File: config.mk
export PLATFORM = sky130hd
export DESIGN_NAME = tlp_write_engine
export DESIGN_NICKNAME = d
export VERILOG_FILES = /design/src/hdl/rx_dma_pkg.sv /design/src/hdl/tlp_write_engine.sv
export VERILOG_INCLUDE_DIRS = /design/src /design/src/hdl
export SDC_FILE = /design/constraint.sdc
export NUM_CORES = 1
export LEC_CHECK = 0
export BUFFER_PORTS_ARGS = -buffer_cell sky130_fd_sc_hd__buf_4
export CAP_MARGIN = 30
export CORE_MARGIN = 2
export CORE_UTILIZATION = 40
export CTS_CLUSTER_DIAMETER = 120
export DETAILED_ROUTE_END_ITERATION = 8
export GPL_TIMING_DRIVEN = 1
export PLACE_DENSITY = 0.66
export SYNTH_ARGS = -nofsm -noshare
export SYNTH_HDL_FRONTEND = slang
export SYNTH_SLANG_ARGS = --single-unit
File: constraint.sdc
create_clock -name sys_clk -period 5.4 [get_ports sys_clk]
set_input_delay 0.27 -clock sys_clk [delete_from_list [all_inputs] [get_ports sys_clk]]
set_output_delay 0.27 -clock sys_clk [all_outputs]
set_load 0.01 [all_outputs]
File: src/hdl/rx_dma_consts.svh
`ifndef RX_DMA_CONSTS_SVH
`define RX_DMA_CONSTS_SVH

// Largest write request in dwords
`define TLP_MAX_DW 32

`define DATA_FIFO_DEPTH 1024
`define LEN_FIFO_DEPTH  16
`define MST_FIFO_DEPTH  64

`define REG_CTRL   4'd0
`define REG_START  4'd1
`define REG_LENGTH 4'd2
`define REG_CUR    4'd3

`define TAG_HDR  2'b10
`define TAG_DATA 2'b00
`define TAG_LAST 2'b01  // Final halfword of a request

`define MARK_LO 16'h5555
`define MARK_HI 16'h555d

`endif

File: src/hdl/rx_dma_pkg.sv
`default_nettype none

package rx_dma_pkg;

	// Tag in 17:16, payload below
	typedef logic [17:0] mst_word_t;

	// Valid, more-follows, data
	typedef logic [17:0] fifo_word_t;

	typedef logic [17:0] len_word_t;  // Entry marker in 17, count in 10:0

	typedef logic [29:0] dw_addr_t;   // Host address bits 31:2
	typedef logic [10:0] frame_len_t;
	typedef logic [9:0]  dw_count_t;
	typedef logic [31:0] reg_data_t;
	typedef logic [3:0]  reg_addr_t;

	typedef enum logic [2:0] {
		IDLE,
		HEAD0,
		HEAD1,
		HEAD2,
		PREFIX,
		SKIP,
		DATA,
		FIN
	} rx_state_t;

endpackage

`default_nettype wire

File: src/hdl/tlp_write_engine.sv
`timescale 1ns/100ps
`default_nettype none

`include "rx_dma_consts.svh"

module tlp_write_engine (
	input  wire                         sys_clk,
	input  wire                         sys_rst,
	input  wire rx_dma_pkg::fifo_word_t data_dout,
	input  wire                         data_empty,
	output logic                        data_rd_en,
	input  wire rx_dma_pkg::len_word_t  len_dout,
	input  wire                         len_empty,
	output logic                        len_rd_en,
	output rx_dma_pkg::mst_word_t       mst_din,
	output logic                        mst_wr_en,
	input  wire                         mst_full,
	input  wire                         dma_enable,
	input  wire                         irq_enable,
	input  wire rx_dma_pkg::dw_addr_t   buf_start,
	input  wire rx_dma_pkg::dw_addr_t   buf_length,
	input  wire                         load_req,
	output logic                        load_ack,
	output rx_dma_pkg::dw_addr_t        cur_ptr,
	output logic                        irq
);

	import rx_dma_pkg::*;

	rx_state_t state;
	frame_len_t frame_len;
	dw_count_t total_dw;    // Record dwords still to send
	dw_count_t tlp_hw;      // Halfwords left in this request
	dw_count_t req_dw;
	dw_addr_t ptr;
	dw_addr_t ring_top;
	dw_addr_t ring_end;
	dw_addr_t ptr_next;
	dw_addr_t ptr_round;
	dw_addr_t ptr_fin;
	logic [1:0] pfx_idx;
	logic pfx_done;
	logic pay_done;         // Last payload word already taken
	logic data_ok;
	logic hw_step;
	logic [1:0] hw_tag;
	logic [15:0] pfx_word;
	logic [11:0] rec_sum;

	assign ring_top = buf_start + buf_length;
	assign ring_end = ring_top - 30'd1;
	assign ptr_next = (ptr == ring_end) ? buf_start : ptr + 30'd1;

	// Up to the next 16-byte boundary, back to start at the ring top
	assign ptr_round = {ptr[29:2] + {27'd0, |ptr[1:0]}, 2'b00};
	assign ptr_fin = (ptr_round == ring_top) ? buf_start : ptr_round;

	assign req_dw = (total_dw > `TLP_MAX_DW) ? dw_count_t'(`TLP_MAX_DW) : total_dw;
	assign rec_sum = {1'b0, len_dout[10:0]} + 12'd11;  // Prefix plus pad, in bytes

	assign data_ok = !data_empty && data_dout[17];
	assign hw_tag = (tlp_hw == 10'd1) ? `TAG_LAST : `TAG_DATA;
	assign hw_step = mst_wr_en && (state == PREFIX || state == DATA);

	assign len_rd_en = (state == IDLE) && !len_empty;
	assign load_ack = (state == IDLE) && len_empty && load_req;

	always_comb begin
		case (pfx_idx)
			2'd0:    pfx_word = {frame_len[7:0], 5'b00000, frame_len[10:8]};
			2'd1:    pfx_word = 16'h0000;
			2'd2:    pfx_word = `MARK_LO;
			default: pfx_word = `MARK_HI;
		endcase
	end

	always_comb begin
		mst_din = {`TAG_DATA, 16'h0000};
		mst_wr_en = 1'b0;
		data_rd_en = 1'b0;
		case (state)
			HEAD0: begin
				mst_din = {`TAG_HDR, 2'b10, req_dw[5:0], 8'hff};  // Memory write
				mst_wr_en = !mst_full;
			end
			HEAD1: begin
				mst_din = {`TAG_DATA, ptr[29:14]};
				mst_wr_en = !mst_full;
			end
			HEAD2: begin
				mst_din = {`TAG_DATA, ptr[13:0], 2'b00};
				mst_wr_en = !mst_full;
			end
			PREFIX: begin
				mst_din = {hw_tag, pfx_word};
				mst_wr_en = !mst_full;
			end
			DATA: begin
				mst_din = {hw_tag, pay_done ? 16'h0000 : data_dout[15:0]};
				mst_wr_en = !mst_full && (pay_done || data_ok);
				// Words without the valid bit are dropped
				data_rd_en = !pay_done && !data_empty && (!data_dout[17] || !mst_full);
			end
			SKIP: data_rd_en = !data_empty;
			default: ;
		endcase
	end

	always_ff @(posedge sys_clk) begin
		if (sys_rst) begin
			state <= IDLE;
			frame_len <= '0;
			total_dw <= '0;
			tlp_hw <= '0;
			ptr <= '0;
			cur_ptr <= '0;
			pfx_idx <= '0;
			pfx_done <= 1'b0;
			pay_done <= 1'b0;
			irq <= 1'b0;
		end else begin
			irq <= 1'b0;
			if (hw_step) begin
				tlp_hw <= tlp_hw - 10'd1;
				if (tlp_hw[0]) begin  // Dword complete
					ptr <= ptr_next;
					total_dw <= total_dw - 10'd1;
				end
			end
			case (state)
				IDLE: begin
					if (!len_empty) begin
						if (len_dout[17]) begin
							frame_len <= len_dout[10:0];
							total_dw <= rec_sum[11:2];
							pfx_idx <= '0;
							pfx_done <= 1'b0;
							pay_done <= 1'b0;
							state <= dma_enable ? HEAD0 : SKIP;  // Enable held per frame
						end
					end else if (load_req) begin
						ptr <= buf_start;
						cur_ptr <= buf_start;
					end
				end
				HEAD0: begin
					if (!mst_full) begin
						tlp_hw <= {req_dw[8:0], 1'b0};
						state <= HEAD1;
					end
				end
				HEAD1: if (!mst_full) state <= HEAD2;
				HEAD2: begin
					if (!mst_full)
						state <= pfx_done ? DATA : PREFIX;
				end
				PREFIX: begin
					if (hw_step) begin
						pfx_idx <= pfx_idx + 2'd1;
						if (pfx_idx == 2'd3) begin
							pfx_done <= 1'b1;
							state <= DATA;
						end
					end
				end
				DATA: begin
					if (data_rd_en && data_dout[17] && !data_dout[16])
						pay_done <= 1'b1;
					if (hw_step && tlp_hw == 10'd1)
						state <= (total_dw == 10'd1) ? FIN : HEAD0;
				end
				SKIP: begin
					// Drain a frame taken while disabled
					if (data_ok && !data_dout[16])
						state <= IDLE;
				end
				FIN: begin
					ptr <= ptr_fin;
					cur_ptr <= ptr_fin;
					irq <= irq_enable;
					state <= IDLE;
				end
				default: state <= IDLE;
			endcase
		end
	end

endmodule

`default_nettype wire

# [Word level (Yosys, flattened, before mapping)]
# Cells that the tools add are included.
[classes] addsub=8 magnitude_cmp=1 n_eq_ne=26 mux=49 n_bitwise=2 n_reduce_logical=35
[op_table] op="$mux W30" n=8
[op_table] op="$pmux W30 S2" n=2
[op_table] op="$pmux W18 S5" n=1
[op_table] op="$mux W10" n=8
[op_table] op="$eq A30 B30 Y1" n=2
[op_table] op="$pmux W16 S3" n=1
[op_table] op="$mux W3" n=11
[op_table] op="$add A30 B1 Y30 const B" n=1
[op_table] op="$add A30 B30 Y30" n=1
[op_table] op="$sub A30 B1 Y30 const B" n=1
[op_table] op="$add A28 B1 Y28" n=1
[op_table] op="$pmux W3 S8" n=1
[op_table] op="$eq A10 B1 Y1 const B" n=2
[op_table] op="$sub A10 B1 Y10 const B" n=2
[op_table] op="$ne A2 B2 Y1 const B" n=9
[op_table] op="$mux W16" n=1
[op_table] op="$add A11 B4 Y12 const B" n=1
[op_table] op="$eq A3 B3 Y1 const B" n=4
[op_table] op="$logic_and A1 B1 Y1" n=12
[op_table] op="$gt A10 B6 Y1 const B" n=1
[op_table] op="$mux W9" n=1
[op_table] op="$reduce_and A9 Y1" n=1
[op_table] op="$mux W2" n=4
[op_table] op="$pmux W1 S2" n=4
[op_table] op="19 further kinds" n=41
[word_totals] ff_bits=99 input_bits=104 out_inout_bits=53

# [Depth between registers and ports, before layout]
[depth] depth_word=10 mapped_depth=20 mapped_depth_nobuf=18

# [Worst setup path after synthesis]
# No wires, ideal clock.
[synth_path] path_kind="input to register" startpoint="input port buf_start[0]" endpoint="register ptr[7]" setup_ns=0.120 t_arrival_ns=4.238 t_required_ns=5.280 slack_ns=1.042 stages=16 n_path_buf=0 path_cell_list="ha_1 -> inv_1 -> fa_1 -> nor2b_1 -> o211ai_4 -> a211oi_2 -> o211ai_1 -> and3_4 -> or4_4 -> a2111oi_4 -> o2111ai_1 -> nor4_2 -> or3b_4 -> nor4_4 -> o21ai_1 -> o31a_1"
[synth_between] elab_chain_cells=9 word_cells_on_any_way=11
[synth_lines] item="start, declared" line_no="tlp_write_engine.sv:20" text="input wire rx_dma_pkg::dw_addr_t buf_start,"
[synth_lines] item="$add A30 B30 Y30 *" line_no="tlp_write_engine.sv:50" text="assign ring_top = buf_start + buf_length;"
[synth_lines] item="$sub A30 B1 Y30" line_no="tlp_write_engine.sv:51" text="assign ring_end = ring_top - 30'd1;"
[synth_lines] item="$eq A30 B30 Y1" line_no="tlp_write_engine.sv:52" text="assign ptr_next = (ptr == ring_end) ? buf_start : ptr + 30'd1;"
[synth_lines] item="$mux W30" line_no="tlp_write_engine.sv:52"
[synth_lines] item="$mux W30" line_no="tlp_write_engine.sv:125" text="if (tlp_hw[0]) begin"
[synth_lines] item="$mux W30" line_no="tlp_write_engine.sv:123" text="if (hw_step) begin"
[synth_lines] item="$mux W30" line_no="tlp_write_engine.sv:141" text="end else if (load_req) begin"
[synth_lines] item="$mux W30" line_no="tlp_write_engine.sv:132" text="if (!len_empty) begin"
[synth_lines] item="$pmux W30 S2 *" line_no="tlp_write_engine.sv:130" text="case (state)"
[synth_lines] item="end signal, assigned" line_no="tlp_write_engine.sv:126" text="ptr <= ptr_next;"
[synth_lines] item="end signal, assigned" line_no="tlp_write_engine.sv:142" text="ptr <= buf_start;"
[synth_lines] item="end signal, assigned" line_no="tlp_write_engine.sv:178" text="ptr <= ptr_fin;"
[synth_lines] item="end, declared" line_no="tlp_write_engine.sv:35" text="dw_addr_t ptr;"
# Mark *: on every way between the ends. The rest lies on a longest branch, timed or not.
# A chain may end at the register's enable or synchronous reset.

# [Final worst setup path]
[layout_path] startpoint="register ptr[1]" endpoint="register ptr[5]"
[layout_between] elab_chain_cells=7 word_cells_on_any_way=12
[layout_lines] item="$add A30 B1 Y30 / $eq A30 B30 Y1 (equally long branches)" line_no="tlp_write_engine.sv:52"
[layout_lines] item="$mux W30" line_no="tlp_write_engine.sv:52"
[layout_lines] item="$mux W30" line_no="tlp_write_engine.sv:125"
[layout_lines] item="$mux W30" line_no="tlp_write_engine.sv:123"
[layout_lines] item="$mux W30" line_no="tlp_write_engine.sv:141"
[layout_lines] item="$mux W30" line_no="tlp_write_engine.sv:132"
[layout_lines] item="$pmux W30 S2 *" line_no="tlp_write_engine.sv:130"
# Marked as above.

==> tab_implementation.tex <==
\begin{tabular}{lr}
\hline
Metric & Value \\
\hline
\multicolumn{2}{l}{\textbf{Floorplanning}} \\
\quad Placeable Area & 26060 um\^{}2 \\
\quad Starting Density & 40.78\% \\
\quad Chip width & $\sim$170 um \\
\quad Number of ports placed on the die boundary & approximately 160 \\
\quad Row count & around 60 \\
\quad Die outline area & 27890 um\^{}2 \\
\quad Die extent in y & around 170 um \\
\multicolumn{2}{l}{\textbf{Yosys}} \\
\quad Library cells used by synthesis & roughly 100 \\
\quad Sequential-to-total area share from yosys stat & between 10\% and 20\% \\
\quad Synthesized area per cell & between 7 and 8 um\^{}2 \\
\quad Synthesis Warnings & 0 \\
\quad Share of flip-flops with an asynchronous set or reset & 0\% \\
\quad Synth Instances & $\sim$1500 \\
\quad Top-area cell type share of the netlist area & about a fifth \\
\quad Synth top area cells & sky130\_fd\_sc\_hd\_\_dfxtp\_1, sky130\_fd\_sc\_hd\_\_nand2\_1, sky130\_fd\_sc\_hd\_\_xnor2\_1, sky130\_fd\_sc\_hd\_\_a21oi\_1, sky130\_fd\_sc\_hd\_\_nor2\_1 \\
\quad Cell type with the largest total area after synthesis & sky130\_fd\_sc\_hd\_\_dfxtp\_1 \\
\quad \#FFs+latches synth & 99 \\
\quad EDFF count, synth & 0 \\
\quad Number of nets produced by synthesis & 1627 \\
\quad Cell area after synthesis & approximately 11000 um\^{}2 \\
\quad Commonest register cell after synthesis & sky130\_fd\_sc\_hd\_\_dfxtp\_1 \\
\multicolumn{2}{l}{\textbf{Timing}} \\
\quad Tightest Pin Transition & about 1000 ps \\
\quad Total negative slack for setup checks & 0 ps \\
\quad Min setup slack post-route & roughly 610 ps \\
\quad Min cycle time layout & 4791 ps \\
\quad Final period util & between 80\% and 90\% \\
\quad Final count of pins violating max slew & 0 \\
\quad Fmax & $\sim$210 MHz \\
\quad Final hold vios & 0 \\
\quad Worst relative slew slack & a little under a third \\
\quad Final count of negative-setup-slack endpoints & 0 \\
\quad Layout Skew & about 15 ps \\
\quad Setup repair after global routing missed its margin & false \\
\multicolumn{2}{l}{\textbf{GRT}} \\
\quad Largest net degree at the start of global routing & between 90 and 100 \\
\quad Tot GR Track Use & 27.28\% \\
\quad Wire length of the first global-routing pass & roughly 61 mm \\
\quad Number of antenna violations at the first check in global routing & 0 \\
\quad GRT overflow & 0 \\
\quad Number of global-route vias before repair & between 10000 and 15000 \\
\multicolumn{2}{l}{\textbf{Route}} \\
\quad Total iterations of the first detailed-routing run & 6 \\
\quad Number of design-rule violations left by the first detailed-router iteration & 946 \\
\quad Total wire length & 39.24 mm \\
\quad Post-detailed-route wirelength per cell & about 20 um \\
\quad DRC violations left & 0 \\
\quad Average via count per standard cell & 6.134 \\
\quad Antenna-violating nets left & 0 \\
\quad Vias & $\sim$12000 \\
\multicolumn{2}{l}{\textbf{Power and ir drop}} \\
\quad Static Leak & around 4.7 nW \\
\quad Largest voltage drop on the vdd net & 0.2034 mV \\
\quad Total power per unit cell area & between 200 and 300 nW/um\^{}2 \\
\multicolumn{2}{l}{\textbf{Place}} \\
\quad GPL Wtd Cong & between 0.9 and 1 \\
\quad Port bufs & 150 \\
\quad Worst Setup Slack post-DPL & approximately 440 ps \\
\quad Post-detail-place hpwl & 30.86 mm \\
\multicolumn{2}{l}{\textbf{Finish}} \\
\quad Area growth from synthesis to layout & 17.47\% \\
\quad Antenna cells & 0 \\
\quad Count of fill cells added during filler insertion & between 2000 and 3000 \\
\quad Leading cell type in the layout, fill and taps excluded & sky130\_fd\_sc\_hd\_\_buf\_4 \\
\quad Share of layout cells above drive strength 1 & 17.24\% \\
\quad Final net count & 1743 \\
\quad Most frequent cells in the layout & sky130\_fd\_sc\_hd\_\_buf\_4, sky130\_fd\_sc\_hd\_\_nand2\_1, sky130\_fd\_sc\_hd\_\_nor2\_1 \\
\multicolumn{2}{l}{\textbf{Critical path}} \\
\quad CP endpoint kind & flip-flop \\
\quad Cell at the slowest stage of the critical path & sky130\_fd\_sc\_hd\_\_a21oi\_4 \\
\quad Critical setup path kind & flip-flop to flip-flop \\
\quad Source of the critical timing path & ptr[1] \\
\quad Worst r2r path cells & 16 \\
\quad Critical path buffer and inverter count & 2 \\
\quad Startpoint Class & flip-flop \\
\quad Critical Path RT & 5650 ps \\
\quad Start of the worst register-to-register path & ptr[1] \\
\quad Worst stage delay on the critical path & 810 ps \\
\quad Largest fanout of any net on the critical path & 25 \\
\quad WP data arrival & between 5000 and 6000 ps \\
\quad Top Family by Delay on Critical Path & compound AO/OA/AOI/OAI gates \\
\quad Endpoint of the most critical register-to-register path & ptr[5] \\
\quad Flop2flop setup slack & between 600 and 700 ps \\
\quad Cell chain of the critical path & inv\_1 -> ha\_1 -> inv\_1 -> ha\_1 -> nand3\_1 -> nor3\_2 -> and4\_1 -> xor2\_1 -> a2111oi\_0 -> o2111ai\_1 -> nor4\_1 -> and3\_1 -> a21oi\_4 -> mux2\_2 -> o21ba\_2 -> a22o\_1 \\
\multicolumn{2}{l}{\textbf{Worst hold path}} \\
\quad Class of the most critical hold timing path & input pin to flip-flop \\
\quad Hold path endpoint & frame\_len[0] \\
\quad Hold path start & len\_dout[0] \\
\quad Hold path cells & 3 \\
\multicolumn{2}{l}{\textbf{Run}} \\
\quad Max-cap check violation count & 0 \\
\multicolumn{2}{l}{\textbf{CTS}} \\
\quad Buffer type at the clock tree root & sky130\_fd\_sc\_hd\_\_clkbuf\_16 \\
\quad Post-cts hold buffer count & 0 \\
\quad PostCTS Resize Cnt & 0 \\
\quad Clock latency at the later pin of the worst-skew pair & 360 ps \\
\quad Total CTS buffers & 9 \\
\quad Clock slew at the register clock pins of the worst setup and hold paths & around 80 ps \\
\quad Post-CTS setup buffer count & 0 \\
\quad Clock tree from TritonCTS & yes \\
\quad Max Buffers Root-to-Sink & 2 \\
\quad Number of sinks handled by clock tree synthesis & 99 \\
\quad Total number of H-tree levels & 3 \\
\multicolumn{2}{l}{\textbf{Status}} \\
\quad Status & finished, final reports clean \\
\hline
\end{tabular}
[worst max-delay path by stage]
| stage | end | slack, ps | depth (start not counted) |
|---|---|---|---|
| after floorplan | ptr[7] | 1040 | 16 |
| after global placement | ptr[7] | 430 | 18 |
| after detailed placement | ptr[7] | 440 | 18 |
| after CTS | cur_ptr[10] | 660 | 16 |
| after global routing | ptr[14] | 300 | 16 |
| final | ptr[5] | 610 | 16 |
[through the flow]
step | cells | instance area (um^2) | utilization, % | hold WS [ps] | power, mW
2_1_floorplan | 1481 | 10630 | - | 406.0 | 2.277
3_3_place_gp | 1919 | 12130 | 46.56 | 438.9 | 2.906
3_5_place_dp | 1920 | 12160 | 46.66 | 447.4 | 2.937
4_1_cts | 1935 | 12460 | 47.80 | 171.3 | 3.626
5_1_grt | 1936 | 12480 | 47.91 | 180.8 | 3.873
6_report | 1936 | 12480 | 47.91 | 176.6 | 3.649
[layout make-up]
cell class              instances  area (um^2)  area share, %
clock inverters                 6        72.57         0.5813
flip-flops and latches         99         1982          15.87
well taps                     335        419.2          3.357
clock buffers                   9        225.2          1.804
multi-input cells            1254         8143          65.22
repair buffers                194         1496          11.99
inverters                      39        146.4          1.173
[flip-flops by register name, summed over array words and instances (netlist names)]
signal and count:
frame_len 11, cur_ptr 30, state 3, pfx_done 1, tlp_hw 10, irq 1, pfx_idx 2, total_dw 10
ptr 30, pay_done 1
[cell usage after synthesis (9+ instances only)]
| library cell | instances |
|---|---|
| sky130_fd_sc_hd__nand2_1 | 168 |
| sky130_fd_sc_hd__nor2_1 | 150 |
| sky130_fd_sc_hd__a21oi_1 | 116 |
| sky130_fd_sc_hd__dfxtp_1 | 99 |
| sky130_fd_sc_hd__xnor2_1 | 71 |
| sky130_fd_sc_hd__o21ai_0 | 68 |
| sky130_fd_sc_hd__clkbuf_1 | 65 |
| sky130_fd_sc_hd__nor3_1 | 64 |
| sky130_fd_sc_hd__nand3_1 | 49 |
| sky130_fd_sc_hd__xor2_1 | 42 |
| sky130_fd_sc_hd__ha_1 | 41 |
| sky130_fd_sc_hd__inv_1 | 39 |
| sky130_fd_sc_hd__mux2i_1 | 36 |
| sky130_fd_sc_hd__nand4_1 | 32 |
| sky130_fd_sc_hd__a211oi_1 | 31 |
| sky130_fd_sc_hd__nor4_1 | 21 |
| sky130_fd_sc_hd__nand2b_1 | 20 |
| sky130_fd_sc_hd__o21a_1 | 20 |
| sky130_fd_sc_hd__or3_1 | 18 |
| sky130_fd_sc_hd__a31oi_1 | 17 |
| sky130_fd_sc_hd__and2_1 | 16 |
| sky130_fd_sc_hd__and3_1 | 15 |
| sky130_fd_sc_hd__a21o_1 | 14 |
| sky130_fd_sc_hd__buf_2 | 13 |
| sky130_fd_sc_hd__nor2b_1 | 12 |
| sky130_fd_sc_hd__or2_2 | 12 |
| sky130_fd_sc_hd__mux2_2 | 11 |
| sky130_fd_sc_hd__o31ai_1 | 11 |
| sky130_fd_sc_hd__a22oi_1 | 10 |
| sky130_fd_sc_hd__a311oi_1 | 10 |
| sky130_fd_sc_hd__o211ai_1 | 10 |
| sky130_fd_sc_hd__o21ai_1 | 9 |
[cell families (layout without fill, tap and decap cells)]
kind of cell	Yosys count	in the layout	synth area share, %
flip-flops	99	99	18.65
XOR/XNOR	117	117	10.18
AND/OR/NAND/NOR	634	634	30.09
AO/OA/AOI/OAI	413	413	26.55
multiplexers	48	48	4.662
buffers and inverters	128	248	4.850
adder cells (fa/ha/maj)	42	42	5.015
[worst register-to-register path, cell delays in order, from the launching register on]
cell,delay (ps)
sky130_fd_sc_hd__dfxtp_1,510
sky130_fd_sc_hd__inv_1,130
sky130_fd_sc_hd__ha_1,200
sky130_fd_sc_hd__inv_1,50
sky130_fd_sc_hd__ha_1,150
sky130_fd_sc_hd__nand3_1,280
sky130_fd_sc_hd__nor3_2,470
sky130_fd_sc_hd__and4_1,370
sky130_fd_sc_hd__xor2_1,300
sky130_fd_sc_hd__a2111oi_0,160
sky130_fd_sc_hd__o2111ai_1,110
sky130_fd_sc_hd__nor4_1,70
sky130_fd_sc_hd__and3_1,200
sky130_fd_sc_hd__a21oi_4,810
sky130_fd_sc_hd__mux2_2,450
sky130_fd_sc_hd__o21ba_2,200
sky130_fd_sc_hd__a22o_1,220
[where the power goes]
group,switching [mW],internal (mW),leakage (nW)
Clock,0.321,0.364,0.143
Sequential,0.151,0.843,0.806
Combinational,1.17,0.797,3.79
[metal layers]
metal	up-vias	share of wire [%]	global-route usage (%)	routed length, um
li1	5669	-	-	-
met1	5533	43	37.07	16760
met2	579	45	44.41	17750
met3	94	8.5	3.874	3349
met4	0	3.5	8.996	1372
met5	-	0	0	0
Note: power is estimated with default switching activity, not from simulation.
